**src/rdma_pkg.sv**
```systemverilog
// Framer widths, FIFO depths, header constants, state codes, beat and header types
`default_nettype none

package rdma_pkg;

   // ==================================================
   // Widths and lengths
   // ==================================================
   localparam int stream_bytes = 64;
   localparam int stream_bits  = stream_bytes * 8;
   localparam int addr_bits    = 64;
   localparam int len_bits     = 16;

   // Fixed header sizes in bytes
   localparam int ip_hdr_len   = 20;
   localparam int udp_hdr_len  = 8;
   localparam int rdma_hdr_len = 22;

   // Buffer depths, payload in beats and packet info in entries
   localparam int data_fifo_depth = 32;
   localparam int pkt_fifo_depth  = 8;

   // ==================================================
   // Header constants
   // ==================================================
   localparam logic [47:0] eth_dst_mac   = 48'hffff_ffff_ffff;
   localparam logic [47:0] eth_src_mac   = 48'hc400_ad00_0002;
   localparam logic [15:0] eth_type_ipv4 = 16'h0800;

   // IPv4 words that never change
   localparam logic [15:0] ip4_ver_dsf  = 16'h4500;
   localparam logic [15:0] ip4_id       = 16'hdead;
   localparam logic [15:0] ip4_flags    = 16'h4000;
   localparam logic [15:0] ip4_ttl_prot = 16'h4011;
   localparam logic [31:0] src_ip       = 32'h0a01_0102;   // 10.1.1.2
   localparam logic [31:0] dst_ip       = 32'h0a01_01ff;   // 10.1.1.255

   // UDP ports and RDMA magic
   localparam logic [15:0] udp_src_port = 16'd1000;
   localparam logic [15:0] udp_dst_port = 16'd32002;
   localparam logic [15:0] rdma_magic   = 16'h0122;

   // Write response code
   localparam logic [1:0] resp_okay = 2'b00;

   // Output sequencer states
   localparam logic [1:0] st_init    = 2'd0;
   localparam logic [1:0] st_header  = 2'd1;
   localparam logic [1:0] st_payload = 2'd2;

   // ==================================================
   // Types
   // ==================================================
   typedef struct packed {
      logic [stream_bits-1:0]  data;
      logic [stream_bytes-1:0] keep;
      logic                    last;
   } axis_beat_t;

   // Header fields in wire order, first field in the top byte
   typedef struct packed {
      logic [47:0] eth_dst;
      logic [47:0] eth_src;
      logic [15:0] eth_type;
      logic [15:0] ip_ver_dsf;
      logic [15:0] ip_len;
      logic [15:0] ip_id;
      logic [15:0] ip_flags;
      logic [15:0] ip_ttl_prot;
      logic [15:0] ip_csum;
      logic [31:0] ip_src;
      logic [31:0] ip_dst;
      logic [15:0] udp_src;
      logic [15:0] udp_dst;
      logic [15:0] udp_len;
      logic [15:0] udp_csum;
      logic [15:0] magic;
      logic [63:0] target_addr;
      logic [95:0] reserved;
   } rdma_hdr_t;

   // Same 64 bytes as named fields or as raw bytes, bytes[63] is wire byte 0
   typedef union packed {
      rdma_hdr_t                    fields;
      logic [stream_bytes-1:0][7:0] bytes;
   } hdr_beat_u;

endpackage

`default_nettype wire

```
**src/write_response.sv**
```systemverilog
// Write response channel driven by completed-burst and sent-response counters
`timescale 1ns/1ns
`default_nettype none

module write_response import rdma_pkg::*; (
   input  logic       clk,
   input  logic       resetn,
   input  logic       burst_done,
   output logic [1:0] b_resp,
   output logic       b_valid,
   input  logic       b_ready
);

   // Counts wrap together, so inequality means responses are owed
   logic [15:0] bursts_rcvd;
   logic [15:0] resps_sent;

   // Every burst is accepted
   assign b_resp  = resp_okay;
   assign b_valid = (bursts_rcvd != resps_sent);

   always_ff @(posedge clk) begin
      if (!resetn) begin
         bursts_rcvd <= '0;
         resps_sent  <= '0;
      end else begin
         if (burst_done)
            bursts_rcvd <= bursts_rcvd + 1'b1;
         // One response retired per handshake
         if (b_valid && b_ready)
            resps_sent <= resps_sent + 1'b1;
      end
   end

endmodule

`default_nettype wire
```
**config.mk**
```make
export PLATFORM = sky130hd
export DESIGN_NAME = write_response
export DESIGN_NICKNAME = d
export VERILOG_FILES = /design/src/rdma_pkg.sv /design/src/write_response.sv
export SDC_FILE = /design/constraint.sdc
export NUM_CORES = 1
export LEC_CHECK = 0
export BUFFER_PORTS_ARGS = -buffer_cell sky130_fd_sc_hd__buf_2
export CELL_PAD_IN_SITES_DETAIL_PLACEMENT = 1
export CELL_PAD_IN_SITES_GLOBAL_PLACEMENT = 1
export CORE_MARGIN = 2
export CORE_UTILIZATION = 42
export CTS_CLUSTER_DIAMETER = 50
export CTS_CLUSTER_SIZE = 8
export DETAILED_ROUTE_END_ITERATION = 6
export PLACE_DENSITY = 0.77
export SLEW_MARGIN = 20
export SYNTH_ARGS = -nofsm -noshare
export SYNTH_HDL_FRONTEND = slang
export SYNTH_SLANG_ARGS = --single-unit
export TNS_END_PERCENT = 5
```
**constraint.sdc**
```tcl
create_clock -name clk -period 2.2 [get_ports clk]
set_clock_uncertainty 0.1 [all_clocks]
set_input_delay 0.55 -clock clk [delete_from_list [all_inputs] [get_ports clk]]
set_output_delay 0.55 -clock clk [all_outputs]
set_load 0.005 [all_outputs]
```
* After elaboration in Yosys (flattened, before gate mapping)
Index checks and enable logic that the tools add are counted.
** Storage, ports and cells
- Register bits :: 32
- Output and inout bits :: 3
** Operators by class
- $add $sub $neg :: 2
- Eq/ne operators :: 1
- Reduce and logical (&&, ||, !) cells :: 1
** Operator list (count)
- $add 16x1->16 const B :: 2
- $ne 16x16->1 :: 1
- $logic_and 1x1->1 :: 1

* Longest topological paths before layout
- Depth after elaboration :: 2
- Gate-level depth with buffers :: 6
- Mapped depth without buffers :: 6

* Worst setup path before layout
No wires, ideal clock.
- Kind :: register to output
- From :: register resps_sent[7]
- To :: output b_valid
- Data arrival time :: 1.272 ns
- Required time :: 1.550 ns
- Setup slack :: 0.278 ns
- Cell stages (with the launch flop) :: 6
- Path through :: dfxtp_1 xnor2_1 nand4_1 nor4_2 buf_2 inv_1
** On the way
- Cells in the longest elaborated chain, start to end :: 1
** RTL lines
- start, declared :: RTL line write_response.sv:16 : logic [15:0] resps_sent;
- start signal, assigned :: RTL line write_response.sv:31 : resps_sent <= resps_sent + 1'b1;
- $ne 16x16->1 :: RTL line write_response.sv:20 : assign b_valid = (bursts_rcvd != resps_sent);
- end, declared :: RTL line write_response.sv:10 : output logic b_valid,
No other way between the ends.

* Final worst setup path
- From :: register resps_sent[0]
- To :: output b_valid
The elaborated chain is that of the path after synthesis.

==> impl_metrics.env <==
export IMPL_grt_ovfl_total=0
export IMPL_grtUsageTotal_pct=21.3
export IMPL_hpwlAfterDp_um=2780
export IMPL_worstRegToRegCells=6
export IMPL_detail_route_antenna_nets=0
export IMPL_synth_top_flop_cell="sky130_fd_sc_hd__dfxtp_1"
export IMPL_p_leak_uw=0.000606
export IMPL_layout_cells_most_common="sky130_fd_sc_hd__dfxtp_2"
export IMPL_hold_viol_final=0
export IMPL_cts_sinks=32
export IMPL_worst_path_max_fanout=4
export IMPL_initial_core_util_pct=44.6
export IMPL_ys_warns=0
export IMPL_h_tree_depth=2
export IMPL_worst_setup_sp="resps_sent[0]"
export IMPL_final_min_period_over_clock_period_pct=97.0
export IMPL_ys_seq_area_share_pct=38.4
export IMPL_synth_seq_cells=32
export IMPL_finalWirelength_um=3850
export IMPL_clock_latency_ps=280
export IMPL_drt_drc_violations_left=0
export IMPL_fillers=452
export IMPL_critical_path_n_buffers_inverters=2
export IMPL_synth_cell_types=27
export IMPL_timing_rr_end="resps_sent[1]"
export IMPL_status="completed"
export IMPL_cp_start_kind="flop"
export IMPL_final_hold_worst_slack_ps=390
export IMPL_maximum_number_of_pins_on_one_net_before_global_route_repair=31
export IMPL_syn_area_per_cell_um2=8.35
export IMPL_area_growth_synth_to_final_pct=14.3
export IMPL_cts_tree="done"
export IMPL_kind_of_critical_path="flop to output pin"
export IMPL_design_power_total_uw=1270
export IMPL_drive_above_1_share_pct=21.8
export IMPL_placement_rows=22
export IMPL_arrival_ps=1480
export IMPL_required_ps=1550
export IMPL_design_die_area_mm2=0.00450
export IMPL_path_clk_slew_ps=70
export IMPL_final_cell_mix="20 x sky130_fd_sc_hd__dfxtp_2, 18 x sky130_fd_sc_hd__xnor2_1, 17 x sky130_fd_sc_hd__nand2_1"
export IMPL_worstSetupPathDepth=5
export IMPL_critical_path_slowest_cell="sky130_fd_sc_hd__dfxtp_4"
export IMPL_tritoncts_num_buffers=5
export IMPL_reg2reg_setup_slack_ps=310
export IMPL_core_area_mm2=0.00374
export IMPL_multi_input_comb_area_mm2=0.00100
export IMPL_cts_hold_fix_buffers=0
export IMPL_dr_pass1_iters=3
export IMPL_grt_setup_unrepaired="true"
export IMPL_cts_root_buffer="sky130_fd_sc_hd__clkbuf_8"
export IMPL_timing_critical_path_to="b_valid"
export IMPL_fin_crit_ps=2130
export IMPL_finalSetupViolations=0
export IMPL_ant_diodes=0
export IMPL_wire_per_inst_um=15.1
export IMPL_synthCells=200
export IMPL_fin_nets=212
export IMPL_hold_class="flop to flop"
export IMPL_grt_pass1_vias=1520
export IMPL_mappedNetlistArea_mm2=0.00167
export IMPL_holdPathStages=2
export IMPL_cts_max_path_buffers=2
export IMPL_critical_path_reg2reg_startpoint="resps_sent[0]"
export IMPL_irDropWorstVdd_uv=332
export IMPL_worst_path_dominant_cell_family="simple AND/OR/NAND/NOR gates"
export IMPL_antenna_found_initial=0
export IMPL_synth_edff_count=0
export IMPL_timing_critical_path_cells="xnor2_2, nand4_1, nor4_4, inv_1, buf_2"
export IMPL_report_final_slew_viol_count=0
export IMPL_count_of_pins_on_the_block_boundary=7
export IMPL_critPathCaptureType="output pin"
export IMPL_routed_via_density=5.50
export IMPL_setup_tns_final_ps=0
export IMPL_route_vias_total=1397
export IMPL_drv_max_cap_violation_count=0
export IMPL_sequential_cell_area_um2=677
export IMPL_grt_pass1_wl_um=7000
export IMPL_critPathMaxStageDelay_ps=360
export IMPL_timing_fmax_mhz=469
export IMPL_globalplace_congestion=0.778
export IMPL_floorplan_die_height_um=67.1
export IMPL_asyncSetResetFlopFracSynth_pct=0
export IMPL_dr_first_iter_drc_count=53
export IMPL_power_per_cell_area_mw_per_mm2=665
export IMPL_die_width_um=67.1
export IMPL_port_buffer_count=4
[synthesized netlist by cell type, types with 2 or more instances]
| library cell | count | area share (%) |
|---|---|---|
| sky130_fd_sc_hd__nand3_1 | 10 | 3.0 |
| sky130_fd_sc_hd__or3_1 | 9 | 3.4 |
| sky130_fd_sc_hd__a21oi_1 | 16 | 4.8 |
| sky130_fd_sc_hd__nand4_1 | 9 | 3.4 |
| sky130_fd_sc_hd__dfxtp_1 | 32 | 38 |
| sky130_fd_sc_hd__ha_1 | 2 | 1.5 |
| sky130_fd_sc_hd__or4_1 | 6 | 2.7 |
| sky130_fd_sc_hd__nand2b_1 | 2 | 0.75 |
| sky130_fd_sc_hd__nand2_1 | 17 | 3.8 |
| sky130_fd_sc_hd__buf_4 | 4 | 1.8 |
| sky130_fd_sc_hd__mux2i_1 | 3 | 1.8 |
| sky130_fd_sc_hd__o31ai_1 | 6 | 2.7 |
| sky130_fd_sc_hd__o21ai_0 | 10 | 3.0 |
| sky130_fd_sc_hd__and4_1 | 5 | 2.6 |
| sky130_fd_sc_hd__and2_1 | 2 | 0.75 |
| sky130_fd_sc_hd__nor2_1 | 16 | 3.6 |
| sky130_fd_sc_hd__xor2_1 | 5 | 2.6 |
| sky130_fd_sc_hd__and3_1 | 3 | 1.1 |
| sky130_fd_sc_hd__clkbuf_1 | 4 | 0.90 |
| sky130_fd_sc_hd__inv_1 | 6 | 1.3 |
| sky130_fd_sc_hd__xnor2_1 | 24 | 13 |
| sky130_fd_sc_hd__nor3_1 | 4 | 1.2 |
[tightest hold or removal path: stages (launching register included)]
cell and delay [ps]:
sky130_fd_sc_hd__dfxtp_2 340, sky130_fd_sc_hd__o31ai_1 60, sky130_fd_sc_hd__a21oi_1 50
[power breakdown]
part	switching, uW	leakage [uW]	internal, uW
Clock	212	0.0000503	278
Combinational	103	0.000285	68.5
Sequential	16.6	0.000271	591
Total	332	0.000606	938
[timing repair]
item	4_1_cts	5_1_grt
buffers inserted	0	2
gates resized for setup	6	26
setup endpoints to repair	1	1
pin swaps	1	5
endpoints found under the hold margin	0	0
gates cloned	0	0
[worst min path at each step]
stage                   startpoint             end  slack [ps]
floorplan           resps_sent[15]  resps_sent[15]         370
global placement    resps_sent[15]  resps_sent[15]         380
detailed placement  resps_sent[13]  resps_sent[13]         410
CTS                 resps_sent[13]  resps_sent[13]         420
global route        resps_sent[13]  resps_sent[13]         420
finish              resps_sent[13]  resps_sent[13]         390
[cells by family (layout without fill, tap and decap cells)]
family                     Yosys count  count (layout)  synth area share (%)
adders and majority gates            2               2                  1.50
AOI/OAI and AO/OA                   32              32                  10.5
DFF                                 32              32                  38.4
xor gates and xnor gates            29              29                  15.2
buffers and inverters               16              21                  5.02
and+or+nand+nor                     85              85                  27.4
other                                1               2                 0.225
muxes                                3               3                  1.80
[registers in the layout, indices dropped and copies added, names as in the netlist]
register and flops:
resps_sent 16, bursts_rcvd 16
[cell type report]
class / count / area share, %
repair buffers: 8 / 2.62
multi-input cells: 153 / 52.6
inverters: 6 / 1.18
well taps: 48 / 3.15
clock buffers: 7 / 5.05
flip-flops and latches: 32 / 35.5
[routing by layer]
layer,part of all wire (%),global-route usage [%]
met5,0,0
met3,2.1,5.57
met4,1.8,9.18
met1,45,25.1
met2,51,36.0
[metrics by stage]
| stage | worst slack, ps | cell area (um^2) | util [%] | std cells |
|---|---|---|---|---|
| after global placement | 321 | 1720 | 45.9 | 245 |
| after floorplan | 278 | 1670 | - | 201 |
| after global routing | -43.2 | 1910 | 51.0 | 254 |
| final | 67.0 | 1910 | 51.0 | 254 |
| after detailed placement | 233 | 1720 | 45.9 | 245 |
| after CTS | 8.29 | 1830 | 48.8 | 252 |
Power figures use the tool's default switching activity.
