**config.mk**
```make
export PLATFORM = sky130hd
export DESIGN_NAME = tx_sequencer
export DESIGN_NICKNAME = d
export VERILOG_FILES = /design/src/rdma_pkg.sv /design/src/tx_sequencer.sv
export SDC_FILE = /design/constraint.sdc
export NUM_CORES = 1
export LEC_CHECK = 0
export BUFFER_PORTS_ARGS = -buffer_cell sky130_fd_sc_hd__buf_2
export CORE_AREA = 2 2 693 695
export CTS_CLUSTER_SIZE = 40
export DETAILED_ROUTE_END_ITERATION = 6
export DIE_AREA = 0 0 695 697
export SKIP_CTS_REPAIR_TIMING = 1
export SLEW_MARGIN = 20
export SYNTH_ARGS = -nofsm -noshare
export SYNTH_HDL_FRONTEND = slang
export SYNTH_SLANG_ARGS = --single-unit
```
**constraint.sdc**
```tcl
create_clock -name clk -period 4.3 [get_ports clk]
set_input_delay 0.215 -clock clk [delete_from_list [all_inputs] [get_ports clk]]
set_output_delay 0.215 -clock clk [all_outputs]
set_load 0.02 [all_outputs]
```
**src/rdma_pkg.sv**
```systemverilog
// Framer widths, FIFO depths, header constants, state codes, beat and header types
`default_nettype none

package rdma_pkg;

   // ==================================================
   // Widths and lengths
   // ==================================================
   localparam int stream_bytes = 64;
   localparam int stream_bits  = stream_bytes * 8;
   localparam int addr_bits    = 64;
   localparam int len_bits     = 16;

   // Fixed header sizes in bytes
   localparam int ip_hdr_len   = 20;
   localparam int udp_hdr_len  = 8;
   localparam int rdma_hdr_len = 22;

   // Buffer depths, payload in beats and packet info in entries
   localparam int data_fifo_depth = 32;
   localparam int pkt_fifo_depth  = 8;

   // ==================================================
   // Header constants
   // ==================================================
   localparam logic [47:0] eth_dst_mac   = 48'hffff_ffff_ffff;
   localparam logic [47:0] eth_src_mac   = 48'hc400_ad00_0002;
   localparam logic [15:0] eth_type_ipv4 = 16'h0800;

   // IPv4 words that never change
   localparam logic [15:0] ip4_ver_dsf  = 16'h4500;
   localparam logic [15:0] ip4_id       = 16'hdead;
   localparam logic [15:0] ip4_flags    = 16'h4000;
   localparam logic [15:0] ip4_ttl_prot = 16'h4011;
   localparam logic [31:0] src_ip       = 32'h0a01_0102;   // 10.1.1.2
   localparam logic [31:0] dst_ip       = 32'h0a01_01ff;   // 10.1.1.255

   // UDP ports and RDMA magic
   localparam logic [15:0] udp_src_port = 16'd1000;
   localparam logic [15:0] udp_dst_port = 16'd32002;
   localparam logic [15:0] rdma_magic   = 16'h0122;

   // Write response code
   localparam logic [1:0] resp_okay = 2'b00;

   // Output sequencer states
   localparam logic [1:0] st_init    = 2'd0;
   localparam logic [1:0] st_header  = 2'd1;
   localparam logic [1:0] st_payload = 2'd2;

   // ==================================================
   // Types
   // ==================================================
   typedef struct packed {
      logic [stream_bits-1:0]  data;
      logic [stream_bytes-1:0] keep;
      logic                    last;
   } axis_beat_t;

   // Header fields in wire order, first field in the top byte
   typedef struct packed {
      logic [47:0] eth_dst;
      logic [47:0] eth_src;
      logic [15:0] eth_type;
      logic [15:0] ip_ver_dsf;
      logic [15:0] ip_len;
      logic [15:0] ip_id;
      logic [15:0] ip_flags;
      logic [15:0] ip_ttl_prot;
      logic [15:0] ip_csum;
      logic [31:0] ip_src;
      logic [31:0] ip_dst;
      logic [15:0] udp_src;
      logic [15:0] udp_dst;
      logic [15:0] udp_len;
      logic [15:0] udp_csum;
      logic [15:0] magic;
      logic [63:0] target_addr;
      logic [95:0] reserved;
   } rdma_hdr_t;

   // Same 64 bytes as named fields or as raw bytes, bytes[63] is wire byte 0
   typedef union packed {
      rdma_hdr_t                    fields;
      logic [stream_bytes-1:0][7:0] bytes;
   } hdr_beat_u;

endpackage

`default_nettype wire

```
**src/tx_sequencer.sv**
```systemverilog
// Output FSM emitting one header beat followed by the buffered payload beats
`timescale 1ns/1ns
`default_nettype none

module tx_sequencer import rdma_pkg::*; (
   input  logic                   clk,
   input  logic                   resetn,
   input  logic [addr_bits-1:0]   addr_data,
   input  logic                   addr_valid,
   output logic                   addr_ready,
   input  logic                   len_valid,
   output logic                   len_ready,
   input  axis_beat_t             pay_beat,
   input  logic                   pay_valid,
   output logic                   pay_ready,
   input  logic [stream_bits-1:0] hdr_data,
   output logic [addr_bits-1:0]   held_addr,
   output axis_beat_t             tx_beat,
   output logic                   tx_valid,
   input  logic                   tx_ready
);

   logic [1:0] state;
   logic       addr_held;
   logic       hdr_fire;
   logic       last_fire;

   // ==================================================
   // Handshakes
   // ==================================================
   // Take one address per packet, only while waiting in header
   assign addr_ready = (state == st_header) && !addr_held;

   // Length pops together with the header beat
   assign len_ready = (state == st_header) && addr_held && tx_ready;
   assign hdr_fire  = len_ready && len_valid;

   // Payload flows straight through in payload state
   assign pay_ready = (state == st_payload) && tx_ready;
   assign last_fire = pay_ready && pay_valid && pay_beat.last;

   // Output mux
   always_comb begin
      tx_beat  = '0;
      tx_valid = 1'b0;
      case (state)
         st_header: begin
            tx_beat.data = hdr_data;
            tx_beat.keep = '1;
            tx_valid     = addr_held && len_valid;
         end
         st_payload: begin
            tx_beat  = pay_beat;
            tx_valid = pay_valid;
         end
         default: begin
            tx_valid = 1'b0;
         end
      endcase
   end

   // Target address register, payload only
   always_ff @(posedge clk) begin
      if (addr_valid && addr_ready)
         held_addr <= addr_data;
   end

   // ==================================================
   // State machine
   // ==================================================
   always_ff @(posedge clk) begin
      if (!resetn) begin
         state     <= st_init;
         addr_held <= 1'b0;
      end else begin
         case (state)
            st_init: state <= st_header;
            st_header: begin
               if (addr_valid && addr_ready)
                  addr_held <= 1'b1;
               // Address is consumed by the header beat
               if (hdr_fire) begin
                  addr_held <= 1'b0;
                  state     <= st_payload;
               end
            end
            st_payload: begin
               if (last_fire)
                  state <= st_header;
            end
            default: state <= st_init;
         endcase
      end
   end

endmodule

`default_nettype wire

```
==> Word-level counts from Yosys, hierarchy flattened <==
Cells that the tools add are included.
{ "word_totals": {"register_bits": 67, "word_cells": 29} }
{ "classes": {"n_eq_ne": 4, "n_mux": 8, "n_reduce_logical": 14} }
{ "ops": {"columns": ["cell", "n"], "rows": [
  ["$pmux 576 s2", 1],
  ["$logic_and 1x1->1", 9],
  ["$pmux 2 s3", 1],
  ["$mux 2", 2],
  ["$ne 2x2->1 const B", 2],
  ["$reduce_and 2->1", 2],
  ["$mux 1", 3],
  ["$eq 2x1->1 const B", 1],
  ["$eq 2x2->1 const B", 1],
  ["$logic_not 2->1", 1],
  ["$pmux 1 s2", 1],
  ["$reduce_bool 2->1", 1],
  ["$logic_not 1->1", 1]
]} }

==> Logic depth before layout (Yosys ltp) <==
{ "logic_depth": {"depth_word": 6, "ltp_mapped": 8} }

==> Worst setup path before layout <==
No wires, ideal clock.
{ "synth_timing": {"path_type": "reg2reg", "from": "register state[1]", "to": "register held_addr[0], enable pin", "setup_ns": 0.429, "arrival_ns": 2.746, "slack_ns": 1.125, "path_stages_with_launch": 7, "path_cell_list": "dfxtp_1 -> inv_1 -> ha_1 -> buf_2 -> buf_6 -> nor2b_1 -> and2_1"} }
{ "synth_between": {"elab_chain_cells": 3} }
{ "synth_lines": {"columns": ["item", "line", "text"], "rows": [
  ["from (decl)", "tx_sequencer.sv:23", "logic [1:0] state;"],
  ["from (signal assigned)", "tx_sequencer.sv:73", "state <= st_init;"],
  ["from (signal assigned)", "tx_sequencer.sv:77", "st_init: state <= st_header;"],
  ["from (signal assigned)", "tx_sequencer.sv:84", "state <= st_payload;"],
  ["$eq 2x1->1", "tx_sequencer.sv:32", "assign addr_ready = (state == st_header) && !addr_held;"],
  ["$logic_and 1x1->1", "tx_sequencer.sv:32", null],
  ["via addr_ready", "tx_sequencer.sv:10", "output logic addr_ready,"],
  ["$logic_and 1x1->1", "tx_sequencer.sv:64", "if (addr_valid && addr_ready)"],
  ["to (signal assigned)", "tx_sequencer.sv:65", "held_addr <= addr_data;"],
  ["to (decl)", "tx_sequencer.sv:17", "output logic [addr_bits-1:0] held_addr,"]
]} }
The timed path passes the listed nets, and every way through them passes these cells.
A chain may end at the register's enable or synchronous reset.

==> out/metrics.yaml <==
timing:
  fmax_mhz: 304
  setup_tns_ns: 0
  min_period_over_period: 0.764
  min_period_ns: 3.29
  finalSetupViolations: 0
  slew_headroom: 0.536
  hold_violations: 0
  rsz0062_at_grt: "false"
  drv_slew: 0
  tightest_slew_ns: 0.696
  skew_ns: 0.0666
power_and_ir_drop:
  peakVddDrop_v: 0.000447
  p_switching_uw: 11200
  finalPower_uw: 16500
  clockPowerShare: 0.057
  power_frac_comb: 0.890
  p_sw_frac: 0.679
  power_frac_seq: 0.053
  leakagePower_uw: 0.0107
  power_density_nw_per_um2: 575
  p_int_uw: 5290
critical_path:
  r2r-end: "held_addr[21]$_DFFE_PP_"
  cp-endpoint: "tx_beat[129]"
  path_cells: "inv_1 > ha_4 > buf_4 > a22oi_1 > nor2b_1 > buf_2"
  end_kind: "output port"
  required_ns: 4.09
  critPathMaxFanout: 46
  critPathKind: "reg -> out"
  critPathMaxStageDelay_ns: 0.62
  cp-startpoint: "state[1]$_SDFFE_PN0P_"
  reg2reg_from: "state[1]$_SDFFE_PN0P_"
  crit_arrival_ns: 3.07
  crit_slowest_cell: "ha_4"
  cp-start-kind: "flip-flop"
  r2r_cells: 5
  rrSetupSlack_ns: 1.56
global_route:
  grt_pass1_vias: 20790
  grt_usage: 0.188
  grt_pass1_wl_um: 521000
  grtUsageMet3: 0.166
  grt_use_met2: 0.316
  gr-usage-met1: 0.168
  grt-busiest-layer: "met2"
  grt_max_degree: 115
  gr-total-overflow: 0
  antenna_found_initial: 760
synthesis:
  synth_top_area_share: 0.352
  synth_common_cells: "nor2b_1 (578), a22oi_1 (512), buf_2 (119), a21oi_1 (64), edfxtp_1 (64)"
  synth_cell_types: 21
  ys_ff_latch: 67
  yosys_most_used_dff: "edfxtp_1"
  syn_nets: 2604
  yosysMostFrequentCell: "nor2b_1"
  syn_avg_cell_area_um2: 7.59
  synth_area_um2: 10900
  yosysTopAreaCell: "a22oi_1"
  ys_warn_count: 0
  synth.area.top_cells: "a22oi_1 (35%), nor2b_1 (33%), edfxtp_1 (18%)"
  async_flop_share: 0
  seq_area_frac_synth: 0.181
  synth_edf_count: 64
  synthCells: 1440
floorplanning:
  fp.dieArea_um2: 484000
  ioPinCount: 1804
  fp-row-count: 254
  start_util: 0.0229
  core_area_um2: 477000
  die_x_um: 695
  chipHeight_um: 697
clock_network:
  numCtsBuffers: 9
  cts_sinks: 67
  root_buffer: "clkbuf_16"
  cts_htree_levels: 3
  path_clk_slew_ns: 0.11
  cts_tree: "done"
  cts_buffer_depth: 2
  clk_latency_ns: 0.41
placed_design:
  place_congestion: 1.32
  place_area_um2: 27600
  numPortBuffers: 1803
  hpwl_um: 453000
routing:
  dr.pass1.iters: 7
  post_drt_wl_per_cell_um: 48.7
  drc: 15
  wl_um: 475000
  ant_nets: 0
  viasPerCell: 2.57
  first_iter_violations: 2150
  vias: 25088
hold_path:
  hold_path.class: "in -> reg"
cells_and_area:
  drive_gt1_frac: 0.599
  final_area_um2: 28700
  area_growth_pct: 162
  num-fill-cells: 56676
  fin_nets: 4292
run:
  drv_cap: 0
run_status:
  outcome: "complete, but fails checks"
  failed_checks: "design-rule violations"
cell type report:
type | count | area [µm²] | share of cell area
Clock inverter | 7 | 82.6 | 0.00288
Antenna cell | 227 | 568 | 0.0198
Tap cell | 6400 | 8010 | 0.279
Inverter | 4 | 15.0 | 0.000524
Clock buffer | 9 | 225 | 0.00786
Timing Repair Buffer | 1871 | 9780 | 0.341
Sequential cell | 67 | 1980 | 0.0691
Multi-Input combinational cell | 1175 | 8010 | 0.279
logic make-up (layout without fill, tap and decap cells):
kind of cell	count (synthesis)	count (layout)	share of synthesized area
buf+inv	198	1891	0.0902
fa+ha+maj	5	5	0.00572
other cells	0	227	0
simple gates	587	587	0.335
flops	67	67	0.181
mux	2	2	0.00183
compound gates	581	581	0.386
flip-flops by register name, summed over array words and instances (netlist names):
name / cells
held_addr: 64
state: 2
addr_held: 1
cells in the final DEF, fill, tap and decap left out, types with 2 or more instances in the layout:
| master | netlist | final |
|---|---|---|
| dfxtp_1 | 3 | 3 |
| nand2_1 | 3 | 3 |
| dlygate4sd3_1 | 0 | 15 |
| clkbuf_16 | 0 | 9 |
| inv_1 | 4 | 4 |
| buf_2 | 119 | 1802 |
| and2_1 | 3 | 2 |
| buf_4 | 11 | 38 |
| inv_6 | 0 | 2 |
| ha_4 | 0 | 3 |
| mux2i_1 | 2 | 2 |
| nor2b_1 | 578 | 578 |
| diode_2 | 0 | 227 |
| a22oi_1 | 512 | 512 |
| edfxtp_1 | 64 | 64 |
| nand3_1 | 2 | 2 |
| ha_1 | 5 | 2 |
| buf_12 | 0 | 15 |
| a21oi_1 | 64 | 64 |
| clkinvlp_4 | 0 | 2 |
per-stage QoR:
step,setup WS (ns),utilization,std cells,hold slack [ns]
floorplan,1.12,-,1440,0.314
global placement,1.52,0.0579,9501,0.391
detailed placement,1.37,0.0579,9501,0.393
CTS,0.943,0.0585,9517,-0.0420
global route,0.825,0.0596,9658,0.00170
finish,1.01,0.0601,9760,0.00612
worst min-delay path by stage:
stage	from	to	slack (ns)	cells after the start
floorplan	addr_data[0]	held_addr[0]$_DFFE_PP_	0.31	0
global placement	addr_data[36]	held_addr[36]$_DFFE_PP_	0.39	1
detailed placement	addr_data[39]	held_addr[39]$_DFFE_PP_	0.39	1
CTS	addr_data[35]	held_addr[35]$_DFFE_PP_	-0.04	1
global route	addr_data[8]	held_addr[8]$_DFFE_PP_	0.002	1
finish	addr_data[5]	held_addr[5]$_DFFE_PP_	0.006	1
power by group through the flow:
stage / clock, µW / sequential, µW / combinational, µW
final: 938 / 879 / 14700
after global routing: 977 / 885 / 15700
after CTS: 961 / 880 / 15000
after detailed placement: 0 / 894 / 15000
after global placement: 0 / 881 / 14900
after floorplan: 0 / 994 / 6590
per-layer routing:
metal | up-vias | share of wire
li1 | 8974 | -
met1 | 11051 | 0.31
met2 | 3114 | 0.46
met3 | 1621 | 0.19
met4 | 328 | 0.040
met5 | - | 0.0052
worst max-delay path: cells and delay by family, from the launching register on:
family | cells | cell delay, ns
buf+inv | 3 | 1.19
flops | 1 | 0.39
fa+ha+maj | 1 | 0.62
compound gates | 1 | 0.19
simple gates | 1 | 0.15
Power figures use the tool's default switching activity.
