### src/stream_fifo.sv
// Synchronous valid/ready FIFO with parameterised width and depth
`timescale 1ns/1ns
`default_nettype none

module stream_fifo #(
   parameter int width = 8,
   parameter int depth = 8
) (
   input  logic             clk,
   input  logic             resetn,
   input  logic [width-1:0] in_data,
   input  logic             in_valid,
   output logic             in_ready,
   output logic [width-1:0] out_data,
   output logic             out_valid,
   input  logic             out_ready
);

   // Storage, no reset needed
   logic [width-1:0] mem [depth];

   logic [$clog2(depth)-1:0]   wr_ptr;
   logic [$clog2(depth)-1:0]   rd_ptr;
   logic [$clog2(depth+1)-1:0] count;
   logic [$clog2(depth+1)-1:0] count_next;
   logic                       push;
   logic                       pop;

   assign push = in_valid && in_ready;
   assign pop  = out_valid && out_ready;

   // Head entry is always on the output
   assign out_data  = mem[rd_ptr];
   assign out_valid = (count != 0);

   always_comb begin
      count_next = count;
      if (push && !pop)
         count_next = count + 1'b1;
      else if (pop && !push)
         count_next = count - 1'b1;
   end

   always_ff @(posedge clk) begin
      if (push)
         mem[wr_ptr] <= in_data;
   end

   // Pointers, count, and a registered ready that comes up after reset
   always_ff @(posedge clk) begin
      if (!resetn) begin
         wr_ptr   <= '0;
         rd_ptr   <= '0;
         count    <= '0;
         in_ready <= 1'b0;
      end else begin
         count    <= count_next;
         in_ready <= (count_next != depth);
         if (push)
            wr_ptr <= (int'(wr_ptr) == depth - 1) ? '0 : wr_ptr + 1'b1;
         if (pop)
            rd_ptr <= (int'(rd_ptr) == depth - 1) ? '0 : rd_ptr + 1'b1;
      end
   end

endmodule

`default_nettype wire

### config.mk
export PLATFORM = sky130hd
export DESIGN_NAME = stream_fifo
export DESIGN_NICKNAME = d
export VERILOG_FILES = /design/src/stream_fifo.sv
export SDC_FILE = /design/constraint.sdc
export NUM_CORES = 1
export LEC_CHECK = 0
export ABC_AREA = 1
export BUFFER_PORTS_ARGS = -buffer_cell sky130_fd_sc_hd__buf_4
export CELL_PAD_IN_SITES_DETAIL_PLACEMENT = 1
export CELL_PAD_IN_SITES_GLOBAL_PLACEMENT = 1
export CORE_ASPECT_RATIO = 1.5
export CORE_MARGIN = 2
export CORE_UTILIZATION = 50
export CTS_BUF_LIST = sky130_fd_sc_hd__clkbuf_8
export DETAILED_ROUTE_END_ITERATION = 8
export MAX_ROUTING_LAYER = met4
export PLACE_DENSITY_LB_ADDON = 0.1
export SLEW_MARGIN = 20
export SYNTH_ARGS = -nofsm -noshare
export SYNTH_HDL_FRONTEND = slang
export SYNTH_SLANG_ARGS = --single-unit
### constraint.sdc
create_clock -name clk -period 1.89 [get_ports clk]
set_clock_uncertainty 0.1 [all_clocks]
set_input_delay 0.0945 -clock clk [delete_from_list [all_inputs] [get_ports clk]]
set_output_delay 0.0945 -clock clk [all_outputs]
set_load 0.01 [all_outputs]
### Word-level counts from Yosys, hierarchy flattened

Memories as Yosys holds them, arrays and structs flattened. A register that Yosys moved wholly into a read port is not among the register bits.
Index checks and enable logic that the tools add are counted.

* word-level logic and storage cells: 27
* input bits: 12
* memories: 1
* bits in writable memories: 64
* register bits: 11
* output and inout bits: 10

* equal/unequal tests: 3
* multiplexer cells: 8
* reductions and logical operators: 7
* add/subtract/negate cells: 4

Memory list
* mem: words 8, bits a word 8, rd ports 1, clocked after memory_dff 1, wr ports 1, line 20 `logic [width-1:0] mem [depth];`

Operator list (number)
* 3-bit 2-to-1 mux: 4
* 4-bit 2-to-1 mux: 2
* 3-bit by 1-bit adder with 3-bit output (second input constant): 2
* 3-bit by 1-bit equality test with 1-bit output (second input constant): 2
* 4-bit by 1-bit adder with 4-bit output (second input constant): 1
* 1-bit logical AND: 4
* 4-bit != test (second input constant): 1
* 4-bit nonzero test: 1
* 4-bit by 1-bit subtractor with 4-bit output (second input constant): 1
* 1-bit logical NOT: 2
* 1-bit 2-to-1 mux: 2

### Depth between registers and ports, before layout

Gate-level depths: netlist of the first run.

* word-level depth: 6
* mapped depth: 11
* mapped depth without buffers: 11

### Least setup slack after synthesis of the first run

Ideal clock, no wire load.

* path kind: register to register
* start point: reg in_ready
* end point: mem mem[0][0] (enable)
* required time: 1.420 ns
* arrival: 1.102 ns
* clock period less this slack: 1.572 ns
* slack: 0.318 ns
* stages on the path, launching flop included: 5
* library setup time: 0.370 ns
* buffers on the path: 0
* cell sequence: dfxtp_1 > nand2_4 > inv_2 > nand2_1 > nor2_1

* word-level cells in the longest chain between the ends: 3

Ends and longest elaborated chain
* from (decl): line 13 `output logic in_ready,`
* from (signal assigned): line 58 `in_ready <= (count_next != depth);`
* 1-bit logical AND: line 29 `assign push = in_valid && in_ready;`
* 1-bit 2-to-1 mux: line 45 `if (push)`
* 1-bit 2-to-1 mux (implied by the code): line 46 `mem[wr_ptr] <= in_data;`
* to (decl): line 20

Every way passes these cells.

==> results.tsv, run 1 <==
metric	value	unit
total length of routed wires	7560	um
Bufs and invs on worst path	2	
synthesized cell area	3210	um^2
result of the run	completed	
Root Driver	sky130_fd_sc_hd__clkbuf_8	
wire per inst	18.5	um
number of synthesized register bits	78	
fraction of the yosys area taken by sequential cells	68.5	%
worst slew margin relative to its limit	80.3	%
reg2reg setup slack	0.19	ns
Highest Clock Rate	0.552	GHz
capture point of the worst reg-to-reg path	in_ready	
mean post-synth cell area	11.4	um^2
filler cell count	646	
worst skew pair latency	0.35	ns
Synth Instances	281	
via count of the first global-routing pass	2403	
portion of the clock cycle consumed by the worst path in the final layout	95.9	%
design area	3870	um^2
end of the critical path	out_data[1]	
Diodes inserted	0	
die height	102	um
category of cells accounting for the largest share of critical-path delay	compound AO/OA/AOI/OAI gates	
GRT overflow	0	
worst reg2reg path depth	10	
dominant synthesized flop cell	sky130_fd_sc_hd__edfxtp_1	
area of the die	7100	um^2
Peak supply drop	0.783	mV
GPL Wtd Cong	0.734	
largest net degree at the start of global routing	22	
clock-pin slew reported for the worst setup and hold paths after clock tree synthesis	0.08	ns
Placeable Area	6170	um^2
buffer count from post-CTS setup fixing	0	
overall via count from detail_route	2262	
number of rows created at floorplan	35	
placed standard-cell area	3530	um^2
setup violation total in the final timing report	0	
Yosys warning total	0	
worst min path class	input port to flop	
endpoint arrival time on the critical path	1.62	ns
fraction of final layout cells sized beyond drive strength 1	20.4	%
required arrival time at the worst endpoint	1.70	ns
worst-path cell chain	buf_8 -> o21ai_1 -> o22ai_1 -> nor2_1 -> a31oi_1 -> buf_4	
post-route minimum period	1.81	ns
max-slew violation count	0	
number of antenna violations at the first check in global routing	0	
Max Buffers Root-to-Sink	2	
CTS tree	yes	
detailed-router iteration count before antenna repair	4	
number of buffers inserted during clock tree synthesis	9	
synth unique cells	27	
LEAKAGE	1.46	nW
number of violations reported at the end of detailed-routing iteration 0	162	
synthesized net count	299	
worst-margin pin slew	0.295	ns
estimated wirelength of the detail-placed design	5140	um
top-level port count	22	
H-tree level count	3	
Reg2Reg Launch Point	count[0]	
post-detailed-route DRC marker count	0	
Vias per Instance	5.54	
Crit-path slowest cell	sky130_fd_sc_hd__dfxtp_4	
P&R area growth vs syn	20.5	%
overall power of the completed layout	5.40	mW
CP Max Fanout	21	
total of buffers placed on input and output ports	21	
die width	69.5	um
max-cap viol count	0	
Hold Vio Cnt, Final	0	
first-pass GRT wire length	11800	um
startpoint types	flop	
RSZ-0062 raised after global routing	true	
final-stage net count	347	
depth of the critical timing path with buffers and inverters included	6	
CP peak stage delay	0.40	ns
Cell Pwr Density	1390	nW/um^2
Critical Path End Type	output pin	
initial core utilization	52.1	%
Post-DRT Antenna Nets	0	
share of flip-flops with an asynchronous set or reset	0	%
Setup CP Type	flop to output pin	
gr usage total	23.4	%
number of clock sinks seen by CTS	78	
final sum of negative setup slack	0	ns
EDFF count, synth	64	
area by class of cell:
type,instances,area [um^2],area share [%]
Tap cell,74,92.6,2.39
Clock inverter,7,88.8,2.29
Multi-Input combinational cell,179,906,23.4
Sequential cell,78,2210,57.0
Timing Repair Buffer,46,382,9.85
Clock buffer,9,124,3.20
Inverter,15,71.3,1.84
flip-flops by register name, indices dropped and copies added (netlist names), named ones only:
name	flops
count	4
rd_ptr	3
in_ready	1
wr_ptr	3
mem	64
routing by layer:
layer / vias up / global-route usage, % / routed length (um)
met2: 53 / 41.7 / 4410
met1: 1113 / 24.1 / 2750
met3: 15 / 5.42 / 259
met4: 0 / 12.2 / 146
li1: 1081 / - / -
met5: - / - / 0
through the flow:
stage | hold slack [ns] | instances | utilization, % | setup slack, ns
6_report | 0.108 | 408 | 62.7 | 0.0768
3_3_place_gp | 0.226 | 382 | 57.2 | 0.245
2_1_floorplan | 0.0934 | 281 | - | 0.318
3_5_place_dp | 0.233 | 382 | 57.2 | 0.178
4_1_cts | 0.105 | 408 | 62.5 | 0.00290
5_1_grt | 0.106 | 408 | 62.7 | -0.0174
tightest hold or removal path, cell delays in order:
cell and delay [ns]:
sky130_fd_sc_hd__buf_4 0.12, sky130_fd_sc_hd__nand2_8 0.08, sky130_fd_sc_hd__o21ai_0 0.15, sky130_fd_sc_hd__nor2_1 0.07
cell usage in the layout, fill, tap and decap left out, drive strengths merged:
cell type and n:
clkinv 3, dlygate4sd3 10, ha 6, o21ai 37, nand2 24, inv 15, clkbuf 9, a31oi 8
nand3 8, o211a 1, o22ai 8, dfxtp 14, nand4 1, a21oi 7, clkinvlp 2, nor3 2
nor2 76, buf 36, bufinv 2, edfxtp 64, xor2 1
where the power goes:
part / internal, mW / total, mW / switching (mW)
logic: 0.754 / 1.90 / 1.15
clock network: 0.733 / 1.34 / 0.602
registers: 2.02 / 2.16 / 0.136
worst min path at each step:
stage               startpoint         to  depth (start not counted)
floorplan           in_data[0]  mem[0][0]                          0
global placement    in_data[0]  mem[4][0]                          1
detailed placement  in_data[0]  mem[7][0]                          1
CTS                  out_ready       flop                          4
global route         out_ready  rd_ptr[2]                          4
finish               out_ready       flop                          4
timing repair:
action	4_1_cts	5_1_grt
endpoints found under the hold margin	72	0
hold buffers	10	0
setup endpoints to repair	4	7
resized for setup	5	6
cell usage after synthesis, types with 6 or more instances:
master / instances / share of area, %
sky130_fd_sc_hd__nor2_1: 74 / 8.6
sky130_fd_sc_hd__edfxtp_1: 64 / 60
sky130_fd_sc_hd__o21ai_0: 25 / 3.9
sky130_fd_sc_hd__nand2_1: 17 / 2.0
sky130_fd_sc_hd__dfxtp_1: 14 / 8.7
sky130_fd_sc_hd__o21ai_1: 12 / 1.9
sky130_fd_sc_hd__inv_1: 11 / 1.3
sky130_fd_sc_hd__a31oi_1: 8 / 1.6
sky130_fd_sc_hd__o22ai_1: 8 / 1.6
sky130_fd_sc_hd__nand3_1: 7 / 1.1
sky130_fd_sc_hd__a21oi_1: 6 / 0.93
sky130_fd_sc_hd__buf_2: 6 / 0.93
sky130_fd_sc_hd__ha_1: 6 / 2.3
cells by family (layout without fill, tap and decap cells):
logic type | after synthesis | after routing | synth area share, %
AND/OR/NAND/NOR | 111 | 111 | 15.2
XOR/XNOR | 1 | 1 | 0.273
AO/OA/AOI/OAI | 61 | 61 | 10.4
adder cells (fa/ha/maj) | 6 | 6 | 2.34
flip-flops | 78 | 78 | 68.5
buffers and inverters | 24 | 77 | 3.31
Note: power is estimated with default switching activity, not from simulation.
==> run 2: changes to the inputs <==
- PLACE_DENSITY: unset -> 0.91
- PLACE_DENSITY_LB_ADDON: 0.1 -> unset
==> results.tsv, run 2 (synthesized netlist as in run 1, its figures left out) <==
metric	value	unit	change
LEAKAGE	1.46	nW	about the same
worst skew pair latency	0.34	ns	was 0.35 ns
via count of the first global-routing pass	2493		was 2403
capture point of the worst reg-to-reg path	in_ready		unchanged
max-slew violation count	0		unchanged
most flop-heavy register	mem		unchanged
worst slew margin relative to its limit	77.3	%	was 80.3%
Setup CP Type	flop to output pin		unchanged
initial core utilization	52.1	%	unchanged
Placeable Area	6170	um^2	unchanged
detailed-router iteration count before antenna repair	4		unchanged
overall via count from detail_route	2299		was 2262
wire per inst	20.2	um	was 18.5 um
final sum of negative setup slack	0	ns	unchanged
number of rows created at floorplan	35		unchanged
number of antenna violations at the first check in global routing	0		unchanged
Reg2Reg Launch Point	count[0]		unchanged
portion of the clock cycle consumed by the worst path in the final layout	98.8	%	was 95.9%
Post-DRT Antenna Nets	0		unchanged
filler cell count	661		was 646
worst-margin pin slew	0.339	ns	was 0.295 ns
Peak supply drop	0.761	mV	was 0.783 mV
Max Buffers Root-to-Sink	2		unchanged
biggest regs	mem: 64 flops, count: 4 flops		unchanged
setup violation total in the final timing report	0		unchanged
area of the die	7100	um^2	unchanged
most frequent cells in the layout	sky130_fd_sc_hd__nor2_1 (74), sky130_fd_sc_hd__edfxtp_1 (64), sky130_fd_sc_hd__buf_4 (33), sky130_fd_sc_hd__o21ai_0 (24), sky130_fd_sc_hd__nand2_1 (17)		was sky130_fd_sc_hd__nor2_1 (74), sky130_fd_sc_hd__edfxtp_1 (64), sky130_fd_sc_hd__buf_4 (34), sky130_fd_sc_hd__o21ai_0 (25), sky130_fd_sc_hd__nand2_1 (17)
number of buffers inserted during clock tree synthesis	9		unchanged
Hold Vio Cnt, Final	0		unchanged
number of violations reported at the end of detailed-routing iteration 0	223		was 162
fraction of final layout cells sized beyond drive strength 1	20.6	%	was 20.4%
CP Max Fanout	16		was 21
Root Driver	sky130_fd_sc_hd__clkbuf_8		unchanged
die height	102	um	unchanged
Worst Hold Margin	0.0218	ns	was 0.108 ns
Diodes inserted	0		unchanged
reg2reg setup slack	0.17	ns	was 0.19 ns
estimated wirelength of the detail-placed design	5410	um	was 5140 um
Cell Pwr Density	1380	nW/um^2	was 1390 nW/um^2
first-pass GRT wire length	12500	um	was 11800 um
final core utilization	63.0	%	was 62.7%
H-tree level count	3		unchanged
total length of routed wires	8280	um	was 7560 um
P&R area growth vs syn	21.0	%	was 20.5%
worst min path class	input port to flop		unchanged
Largest register FFs	64		unchanged
worst hold path startpoint	in_valid		was out_ready
Highest Clock Rate	0.536	GHz	was 0.552 GHz
top-level port count	22		unchanged
max-cap viol count	0		unchanged
gr usage total	24.4	%	was 23.4%
post-detailed-route DRC marker count	0		unchanged
GRT overflow	0		unchanged
endpoint arrival time on the critical path	1.67	ns	was 1.62 ns
cell depth of the worst hold path	3		was 4
total of buffers placed on input and output ports	21		unchanged
post-route minimum period	1.87	ns	was 1.81 ns
final-stage net count	348		was 347
CTS tree	yes		unchanged
startpoint types	flop		unchanged
die width	69.5	um	unchanged
largest net degree at the start of global routing	33		was 22
clock-pin slew reported for the worst setup and hold paths after clock tree synthesis	0.07	ns	was 0.08 ns
worst hold path endpoint	wr_ptr[1]		
required arrival time at the worst endpoint	1.70	ns	about the same
result of the run	completed		unchanged
worst reg2reg path depth	10		unchanged
Vias per Instance	5.62		was 5.54
number of clock sinks seen by CTS	78		unchanged
Critical Path End Type	output pin		unchanged
commonest non-fill, non-tap cell in the layout	sky130_fd_sc_hd__nor2_1		unchanged
GPL Wtd Cong	0.810		was 0.734
RSZ-0062 raised after global routing	true		unchanged
==> run 2: cell type report <==
class	instances	area, um^2	area share [%]
Timing Repair Buffer	46	405	10.4
Sequential cell	78	2210	56.8
Tap cell	74	92.6	2.38
Multi-Input combinational cell	179	906	23.3
Clock buffer	9	124	3.19
Inverter	15	76.3	1.96
Clock inverter	7	66.3	1.71
Timing Repair inverter	1	8.76	0.225
==> run 2: layer usage <==
metal	vias up	track usage, %	wire, um
met2	80	44.5	4710
met1	1119	24.9	3070
met5	-	-	0
li1	1087	-	-
met4	0	11.8	129
met3	13	5.42	363
==> run 2: worst max-delay path: stages, from the launching register on <==
cell	delay [ns]
sky130_fd_sc_hd__dfxtp_4	0.43
sky130_fd_sc_hd__buf_12	0.17
sky130_fd_sc_hd__o21ai_0	0.10
sky130_fd_sc_hd__o22ai_1	0.18
sky130_fd_sc_hd__nor2_1	0.07
sky130_fd_sc_hd__a31oi_1	0.22
sky130_fd_sc_hd__buf_4	0.17
==> run 2: worst max-delay path by stage <==
| stage | cells past startpoint | startpoint | slack, ns | endpoint |
|---|---|---|---|---|
| 2_1_floorplan | 4 | in_ready | 0.32 | mem[0][0] |
| 3_3_place_gp | 10 | count[0] | 0.28 | in_ready |
| 3_5_place_dp | 7 | flop | 0.18 | out_data[5] |
| 4_1_cts | 6 | flop | -0.006 | out_data[4] |
| 5_1_grt | 6 | flop | -0.04 | out_data[5] |
| 6_report | 6 | flop | 0.02 | out_data[7] |
==> run 2: timing repair <==
item                                    CTS  global route
resized for setup                         6             6
endpoints found under the setup margin    7             5
setup buffers                             0             2
endpoints found under the hold margin    72             0
hold buffers                              9             0
cloned                                    0             2
pin swaps                                 0             1
==> run 2: where the power goes <==
group	internal, mW	switching (mW)
combinational	0.806	1.20
clock	0.600	0.588
sequential	2.02	0.156
total	3.43	1.94
==> run 2: metrics by stage <==
stage          std cells  power, mW  setup WS [ns]  cell area, um^2
2_1_floorplan        281       3.32          0.318             3210
3_3_place_gp         380       3.90          0.280             3530
3_5_place_dp         380       4.03          0.177             3530
4_1_cts              405       5.24       -0.00600             3820
5_1_grt              409       5.67        -0.0388             3890
6_report             409       5.37         0.0231             3890
